==> config.mk <==
export PLATFORM = sky130hd
export DESIGN_NAME = core
export DESIGN_NICKNAME = d
export VERILOG_FILES = /design/src/verilog/core_pkg.sv /design/src/verilog/fetch_stage.sv /design/src/verilog/inst_buffer.sv /design/src/verilog/execute_stage.sv /design/src/verilog/core.sv
export SDC_FILE = /design/constraint.sdc
export NUM_CORES = 2
export LEC_CHECK = 0
export ABC_AREA = 1
export BUFFER_PORTS_ARGS = -buffer_cell sky130_fd_sc_hd__clkbuf_2
export CAP_MARGIN = 20
export CORE_MARGIN = 10
export CORE_UTILIZATION = 40
export CTS_CLUSTER_SIZE = 28
export DETAILED_ROUTE_END_ITERATION = 6
export PLACE_DENSITY = 0.51
export SKIP_CTS_REPAIR_TIMING = 1
export SLEW_MARGIN = 20
export SYNTH_ARGS = -nofsm -noshare
export SYNTH_HDL_FRONTEND = slang
export SYNTH_SLANG_ARGS = --single-unit
==> constraint.sdc <==
create_clock -name clk -period 8.4 [get_ports clk]
set_clock_uncertainty 0.05 [all_clocks]
set_input_delay 0.84 -clock clk [delete_from_list [all_inputs] [get_ports clk]]
set_output_delay 0.84 -clock clk [all_outputs]
set_load 0.1 [all_outputs]
==> src/verilog/core_pkg.sv <==
package core_pkg;

	// *******************************************************************
	// Widths with a meaning
	// *******************************************************************

	typedef logic [31:0] word_t;
	typedef logic [4:0]  reg_addr_t;
	typedef logic [6:0]  opcode_t;
	typedef logic [2:0]  funct3_t;
	typedef logic [6:0]  funct7_t;

	// Major opcodes handled by the core
	localparam opcode_t OP_LUI = 7'b0110111;
	localparam opcode_t OP_IMM = 7'b0010011;
	localparam opcode_t OP_REG = 7'b0110011;

	// funct3 for the supported ALU functions
	localparam funct3_t F3_ADD = 3'b000;
	localparam funct3_t F3_XOR = 3'b100;
	localparam funct3_t F3_OR  = 3'b110;
	localparam funct3_t F3_AND = 3'b111;

	// funct7 for register-register forms
	localparam funct7_t F7_BASE = 7'b0000000;
	localparam funct7_t F7_SUB  = 7'b0100000;

	// *******************************************************************
	// Enums
	// *******************************************************************

	typedef enum logic [2:0] {
		ALU_ADD,
		ALU_SUB,
		ALU_XOR,
		ALU_OR,
		ALU_AND,
		ALU_PASS_B,
		ALU_NONE
	} alu_op_t;

	// Fetch request FSM
	typedef enum logic [1:0] {
		FETCH_IDLE,
		FETCH_REQ,
		FETCH_WAIT
	} fetch_state_t;

endpackage

==> src/verilog/fetch_stage.sv <==
`timescale 1ns/1ps

module fetch_stage #(
	parameter int BUFFER_DEPTH = 4,
	parameter core_pkg::word_t RESET_PC = '0
) (
	input  logic            clk,
	input  logic            reset,
	input  logic            credit_return,

	// Instruction memory port
	output logic            inst_start,
	input  logic            inst_ready,
	output core_pkg::word_t i_addr,
	input  core_pkg::word_t inst,
	input  logic            inst_valid,

	// Toward the instruction buffer
	output logic            push,
	output core_pkg::word_t push_inst,
	output core_pkg::word_t push_pc
);

	localparam int CREDIT_W = $clog2(BUFFER_DEPTH + 1);

	core_pkg::fetch_state_t state;
	core_pkg::fetch_state_t state_next;
	core_pkg::word_t        pc;
	logic [CREDIT_W-1:0]    credit_count;
	logic                   accept;
	logic                   credit_avail;

	// *******************************************************************
	// Memory handshake
	// *******************************************************************

	assign inst_start = (state == core_pkg::FETCH_REQ);
	assign accept     = inst_start && inst_ready;
	assign i_addr     = pc;

	// Word goes straight to the buffer in the valid cycle
	assign push      = (state == core_pkg::FETCH_WAIT) && inst_valid;
	assign push_inst = inst;
	assign push_pc   = pc;

	// A credit returned this cycle is usable by the next request
	assign credit_avail = (credit_count != '0) || credit_return;

	// *******************************************************************
	// Request FSM
	// *******************************************************************

	always_comb begin
		state_next = state;
		case (state)
			core_pkg::FETCH_IDLE: begin
				if (credit_avail)
					state_next = core_pkg::FETCH_REQ;
			end
			core_pkg::FETCH_REQ: begin
				if (inst_ready)
					state_next = core_pkg::FETCH_WAIT;
			end
			core_pkg::FETCH_WAIT: begin
				// Back-to-back request if a slot is still free
				if (inst_valid)
					state_next = credit_avail ? core_pkg::FETCH_REQ : core_pkg::FETCH_IDLE;
			end
			default: state_next = core_pkg::FETCH_IDLE;
		endcase
	end

	always_ff @(posedge clk) begin
		if (reset)
			state <= core_pkg::FETCH_IDLE;
		else
			state <= state_next;
	end

	// Sequential fetch only
	always_ff @(posedge clk) begin
		if (reset)
			pc <= RESET_PC;
		else if (push)
			pc <= pc + 32'd4;
	end

	// *******************************************************************
	// Credit counter
	// *******************************************************************

	always_ff @(posedge clk) begin
		if (reset) begin
			credit_count <= CREDIT_W'(BUFFER_DEPTH);
		end else begin
			case ({accept, credit_return})
				2'b10:   credit_count <= credit_count - CREDIT_W'(1);
				2'b01:   credit_count <= credit_count + CREDIT_W'(1);
				default: credit_count <= credit_count;
			endcase
		end
	end

endmodule

==> src/verilog/inst_buffer.sv <==
`timescale 1ns/1ps

module inst_buffer #(
	parameter int BUFFER_DEPTH = 4
) (
	input  logic            clk,
	input  logic            reset,

	input  logic            push,
	input  core_pkg::word_t push_inst,
	input  core_pkg::word_t push_pc,

	input  logic            pop,
	output logic            head_valid,
	output core_pkg::word_t head_inst,
	output core_pkg::word_t head_pc,

	output logic            credit_return
);

	localparam int PTR_W = (BUFFER_DEPTH > 1) ? $clog2(BUFFER_DEPTH) : 1;
	localparam int CNT_W = $clog2(BUFFER_DEPTH + 1);

	core_pkg::word_t  inst_mem [BUFFER_DEPTH];
	core_pkg::word_t  pc_mem   [BUFFER_DEPTH];
	logic [PTR_W-1:0] wr_ptr;
	logic [PTR_W-1:0] rd_ptr;
	logic [CNT_W-1:0] count;
	logic             do_pop;

	assign head_valid = (count != '0);
	assign head_inst  = inst_mem[rd_ptr];
	assign head_pc    = pc_mem[rd_ptr];

	// Ignore a pop on an empty queue
	assign do_pop = pop && head_valid;

	// Storage, no full check since credits bound the pushes
	always_ff @(posedge clk) begin
		if (push) begin
			inst_mem[wr_ptr] <= push_inst;
			pc_mem[wr_ptr]   <= push_pc;
		end
	end

	always_ff @(posedge clk) begin
		if (reset) begin
			wr_ptr <= '0;
			rd_ptr <= '0;
			count  <= '0;
		end else begin
			if (push)
				wr_ptr <= (wr_ptr == PTR_W'(BUFFER_DEPTH - 1)) ? '0 : wr_ptr + PTR_W'(1);
			if (do_pop)
				rd_ptr <= (rd_ptr == PTR_W'(BUFFER_DEPTH - 1)) ? '0 : rd_ptr + PTR_W'(1);
			case ({push, do_pop})
				2'b10:   count <= count + CNT_W'(1);
				2'b01:   count <= count - CNT_W'(1);
				default: count <= count;
			endcase
		end
	end

	// One credit back per removed entry
	always_ff @(posedge clk) begin
		if (reset)
			credit_return <= 1'b0;
		else
			credit_return <= do_pop;
	end

endmodule

==> src/verilog/execute_stage.sv <==
`timescale 1ns/1ps

module execute_stage (
	input  logic                clk,
	input  logic                reset,
	input  logic                run,

	input  logic                head_valid,
	input  core_pkg::word_t     head_inst,
	input  core_pkg::word_t     head_pc,
	output logic                pop,

	output logic                retire_valid,
	output core_pkg::word_t     retire_pc,
	output core_pkg::word_t     retire_inst,
	output logic                retire_wen,
	output core_pkg::reg_addr_t retire_rd,
	output core_pkg::word_t     retire_value
);

	core_pkg::word_t     regs [32];

	core_pkg::opcode_t   opcode;
	core_pkg::funct3_t   funct3;
	core_pkg::funct7_t   funct7;
	core_pkg::reg_addr_t rd;
	core_pkg::reg_addr_t rs1;
	core_pkg::reg_addr_t rs2;
	core_pkg::word_t     imm_i;
	core_pkg::word_t     imm_u;
	core_pkg::word_t     op_a;
	core_pkg::word_t     op_b;
	core_pkg::alu_op_t   alu_op;
	core_pkg::word_t     result;
	logic                wen;

	// Consume the head whenever allowed to run
	assign pop = head_valid && run;

	// *******************************************************************
	// Decode
	// *******************************************************************

	assign opcode = head_inst[6:0];
	assign rd     = head_inst[11:7];
	assign funct3 = head_inst[14:12];
	assign rs1    = head_inst[19:15];
	assign rs2    = head_inst[24:20];
	assign funct7 = head_inst[31:25];

	assign imm_i = {{20{head_inst[31]}}, head_inst[31:20]};
	assign imm_u = {head_inst[31:12], 12'b0};

	// x0 is never written so it reads zero
	assign op_a = regs[rs1];

	always_comb begin
		alu_op = core_pkg::ALU_NONE;
		op_b   = regs[rs2];
		case (opcode)
			core_pkg::OP_LUI: begin
				alu_op = core_pkg::ALU_PASS_B;
				op_b   = imm_u;
			end
			core_pkg::OP_IMM: begin
				op_b = imm_i;
				case (funct3)
					core_pkg::F3_ADD: alu_op = core_pkg::ALU_ADD;
					core_pkg::F3_XOR: alu_op = core_pkg::ALU_XOR;
					core_pkg::F3_OR:  alu_op = core_pkg::ALU_OR;
					core_pkg::F3_AND: alu_op = core_pkg::ALU_AND;
					default:          alu_op = core_pkg::ALU_NONE;
				endcase
			end
			core_pkg::OP_REG: begin
				if (funct3 == core_pkg::F3_ADD && funct7 == core_pkg::F7_SUB)
					alu_op = core_pkg::ALU_SUB;
				else if (funct7 == core_pkg::F7_BASE) begin
					case (funct3)
						core_pkg::F3_ADD: alu_op = core_pkg::ALU_ADD;
						core_pkg::F3_XOR: alu_op = core_pkg::ALU_XOR;
						core_pkg::F3_OR:  alu_op = core_pkg::ALU_OR;
						core_pkg::F3_AND: alu_op = core_pkg::ALU_AND;
						default:          alu_op = core_pkg::ALU_NONE;
					endcase
				end
			end
			default: alu_op = core_pkg::ALU_NONE;
		endcase
	end

	// *******************************************************************
	// ALU and write-back
	// *******************************************************************

	always_comb begin
		case (alu_op)
			core_pkg::ALU_ADD:    result = op_a + op_b;
			core_pkg::ALU_SUB:    result = op_a - op_b;
			core_pkg::ALU_XOR:    result = op_a ^ op_b;
			core_pkg::ALU_OR:     result = op_a | op_b;
			core_pkg::ALU_AND:    result = op_a & op_b;
			core_pkg::ALU_PASS_B: result = op_b;
			default:              result = '0;
		endcase
	end

	assign wen = (alu_op != core_pkg::ALU_NONE) && (rd != '0);

	// Written on the pop edge, next pop sees it
	always_ff @(posedge clk) begin
		if (reset) begin
			for (int i = 0; i < 32; i++)
				regs[i] <= '0;
		end else if (pop && wen) begin
			regs[rd] <= result;
		end
	end

	// Retire report, one cycle after the pop
	always_ff @(posedge clk) begin
		if (reset) begin
			retire_valid <= 1'b0;
			retire_wen   <= 1'b0;
		end else begin
			retire_valid <= pop;
			if (pop)
				retire_wen <= wen;
		end
	end

	always_ff @(posedge clk) begin
		if (pop) begin
			retire_pc    <= head_pc;
			retire_inst  <= head_inst;
			retire_rd    <= rd;
			retire_value <= wen ? result : '0;
		end
	end

endmodule

==> src/verilog/core.sv <==
`timescale 1ns/1ps

module core #(
	parameter int BUFFER_DEPTH = 4,
	parameter core_pkg::word_t RESET_PC = '0
) (
	input  logic                clk,
	input  logic                reset,
	input  logic                run,

	output logic                inst_start,
	input  logic                inst_ready,
	output core_pkg::word_t     i_addr,
	input  core_pkg::word_t     inst,
	input  logic                inst_valid,

	output logic                retire_valid,
	output core_pkg::word_t     retire_pc,
	output core_pkg::word_t     retire_inst,
	output logic                retire_wen,
	output core_pkg::reg_addr_t retire_rd,
	output core_pkg::word_t     retire_value
);

	// *******************************************************************
	// Fetch to buffer
	// *******************************************************************

	logic            push;
	core_pkg::word_t push_inst;
	core_pkg::word_t push_pc;
	logic            credit_return;

	fetch_stage #(
		.BUFFER_DEPTH(BUFFER_DEPTH),
		.RESET_PC    (RESET_PC)
	) u_fetch (
		.clk          (clk),
		.reset        (reset),
		.credit_return(credit_return),
		.inst_start   (inst_start),
		.inst_ready   (inst_ready),
		.i_addr       (i_addr),
		.inst         (inst),
		.inst_valid   (inst_valid),
		.push         (push),
		.push_inst    (push_inst),
		.push_pc      (push_pc)
	);

	// *******************************************************************
	// Buffer to execute
	// *******************************************************************

	logic            pop;
	logic            head_valid;
	core_pkg::word_t head_inst;
	core_pkg::word_t head_pc;

	inst_buffer #(
		.BUFFER_DEPTH(BUFFER_DEPTH)
	) u_buffer (
		.clk          (clk),
		.reset        (reset),
		.push         (push),
		.push_inst    (push_inst),
		.push_pc      (push_pc),
		.pop          (pop),
		.head_valid   (head_valid),
		.head_inst    (head_inst),
		.head_pc      (head_pc),
		.credit_return(credit_return)
	);

	execute_stage u_execute (
		.clk         (clk),
		.reset       (reset),
		.run         (run),
		.head_valid  (head_valid),
		.head_inst   (head_inst),
		.head_pc     (head_pc),
		.pop         (pop),
		.retire_valid(retire_valid),
		.retire_pc   (retire_pc),
		.retire_inst (retire_inst),
		.retire_wen  (retire_wen),
		.retire_rd   (retire_rd),
		.retire_value(retire_value)
	);

endmodule

==> impl_metrics.toml <==
[outcome]
status = "completed"

[synth]
synthArstFlopShare_pct = 0
synth-edff-count = 1366
ys_seq_elements = 1412
synth_area_sq_um = 78500
seq_area_frac_synth_pct = 53.4
synth_ff_type = "edfxtp_1"
yosysWarnings = 0
avgSynthCellArea_sq_um = 8.61
ys_types = 64
syn_inst = 9117

[worst_setup_path]
regToRegSetupSlack_ps = 540
slowest_delay_ps = 600
critPathKind = "register to register"
cp_max_fo = 42
crit_buf_inv = 4
cp.required_ps = 8910
rr_worst_depth = 27
crit_path_end_kind = "register"
critPathArrivalTime_ps = 8380
path_delay_family = "simple AND/OR/NAND/NOR gates"
reg2reg_to = "u_execute.regs[3][28]"
start_kind = "register"
worst_path_max_delay_cell = "clkinv_2"

[route]
viasPerCell = 5.92
first_pass_iters = 7
num_vias = 69600
drtIter0Drc = 9105
drc_errors = 0
final_antenna_net_count = 0
detail_route.wl_per_cell_um = 27.8
finalWirelength_mm = 327

[grt]
grt_max_degree = 168
gr-total-overflow = 0
grt_antenna_before_repair = 11
grt.total_usage_pct = 29.3
first_global_vias = 65900
grt_pass1_wl_mm = 467

[worst_hold_path]
hold_end = "u_buffer.inst_mem[0][7]"
hold_path_class = "primary input to register"
whs_path_depth = 1
hold_start = "inst[7]"

[layout]
layout-drive-gt1-share_pct = 9.66
layout.nets = 9143
mostFrequentLayoutCells = "1366 x edfxtp_1, 1293 x nor2_1, 1284 x nand3_1, 1206 x nand2_1, 1051 x inv_1"
mostFrequentLayoutCell = "edfxtp_1"
area_delta_synth_final_pct = 11.6

[die]
core_area_sq_um = 195000
initial_utilization_pct = 40.3
fp.dieH_um = 463
dieArea_sq_um = 214000
num_rows = 162
io_pins = 173
fp.dieW_um = 463

[cts]
clkTransAtPathRegs_ps = 60
clock_latency_ps = 870
numCtsBuffers = 165
cts.sinks = 1412
cts_max_level = 4
clk_path_buf_depth = 3
root_buffer = "clkbuf_16"
cts_tree = "done"

[placement]
portBuffers = 168
hpwlAfterDp_mm = 192
gp_congestion = 0.977

[power]
powerDensity_nw_per_um2 = 212
ir_drop_v = 0.000170
leakagePower_nw = 33.6
finalPower_mw = 18.6

[sta]
setup_viol = 0
fmax_mhz = 127
tns_ps = 0
final.period_utilization_pct = 93.6
period_minus_slack_ps = 7860
slew_violations = 0
rsz0062_at_grt = "no"
finalHoldViolCount = 0
relSlewSlack_pct = 22.0
worstMarginPinSlew_ps = 1170

[flow_run]
drv_cap = 0
-- state kept, by name (all words and copies together), names as in the netlist, named ones only --
register / count
u_buffer.credit_return: 1
u_fetch.credit_count: 3
u_fetch.state: 2
u_execute.retire_value: 32
u_execute.retire_wen: 1
u_fetch.i_addr: 30
u_execute.retire_pc: 30
u_execute.regs: 1024
u_buffer.inst_mem: 128
u_buffer.wr_ptr: 2
u_buffer.count: 3
u_execute.retire_inst: 28
u_execute.retire_rd: 4
u_buffer.rd_ptr: 2
u_buffer.pc_mem: 120
-- power by group --
| part | switching [mW] | total (mW) | internal, mW |
|---|---|---|---|
| Sequential | 0.0975 | 8.02 | 7.93 |
| Clock | 3.17 | 7.05 | 3.88 |
| Combinational | 2.63 | 3.54 | 0.911 |
-- metal layers --
metal  vias to the layer above  track usage [%]  part of all wire (%)  wire, um
met5                         -                0                0.0040        13
met3                       834             5.35                    10     33300
li1                      30700                -                     -         -
met2                      4109             44.9                    44    143000
met4                         2             14.1                   5.3     17300
met1                     33900             39.9                    41    133000
-- cell type report --
type                       instances  area [sq um]
fill                           19000        107000
sequential                      1412         41900
multi-input combinational       5871         29600
clock buffer                     204          4330
inverter                        1104          4180
timing repair buffer             444          3460
tap                             2624          3280
clock inverter                    95           840
antenna                            3          7.51
-- worst register-to-register path, cell delays in order, from the launching register on --
cell and delay [ps]:
dfxtp_2 340, inv_2 530, o21ai_0 330, nand2_4 190
clkinv_2 610, buf_4 510, nand3_1 170, nand3_1 310
nand3_1 260, nand2_1 200, nor2_1 300, nand2_1 100
nor2_1 120, nand2_1 150, nor2_1 290, nor2_1 160
xor2_1 170, ha_1 410, nand2_1 140, nor4_1 580
nand3_1 200, nand3_1 270, a31o_2 270, a31o_2 180
nand2_1 90, a21oi_4 150, buf_4 410, nor2_1 100
-- per-stage QoR --
stage | util, % | cells | hold slack, ps | worst slack, ps | instance area [sq um]
2_1_floorplan | - | 9152 | 389 | 2470 | 78600
3_3_place_gp | 42.3 | 11500 | 400 | 695 | 82400
3_5_place_dp | 42.3 | 11500 | 412 | 736 | 82400
4_1_cts | 44.9 | 11800 | 118 | 667 | 87600
5_1_grt | 44.9 | 11800 | 150 | 199 | 87600
6_report | 44.9 | 11800 | 168 | 537 | 87600
-- Yosys cell counts (66+ instances only) --
cell type | number | area, sq um
a21oi_1 | 706 | 3530
buf_2 | 312 | 1560
buf_4 | 66 | 495
clkbuf_1 | 346 | 1300
edfxtp_1 | 1366 | 41000
ha_1 | 105 | 1310
inv_1 | 1067 | 4010
nand2_1 | 1244 | 4670
nand3_1 | 1286 | 6440
nor2_1 | 1302 | 4890
o211ai_1 | 90 | 676
o21ai_0 | 529 | 2650
o221ai_1 | 137 | 1200
o311ai_0 | 69 | 604
-- cell families (layout without fill, tap and decap cells) --
family                     count (synthesis)  in the layout  synth area share, %
DFF                                     1412           1412                 53.4
buffers and inverters                   1869           1847                 9.82
and+or+nand+nor                         3975           3975                 21.6
adders and majority gates                108            108                 1.75
other                                      1             39              0.00478
xor gates and xnor gates                  43             43                0.480
AOI/OAI and AO/OA                       1709           1709                 12.9
-- worst max-delay path by stage --
stage,start,endpoint,slack [ps],cells after the start
5_1_grt,register,u_execute.regs[16][25],200,32
4_1_cts,register,u_execute.regs[16][25],670,32
3_5_place_dp,register,u_execute.regs[16][25],740,32
2_1_floorplan,register,u_execute.regs[10][20],2470,37
3_3_place_gp,register,u_execute.regs[15][28],690,33
6_report,register,u_execute.regs[3][28],540,27
Note: power is estimated with default switching activity, not from simulation.
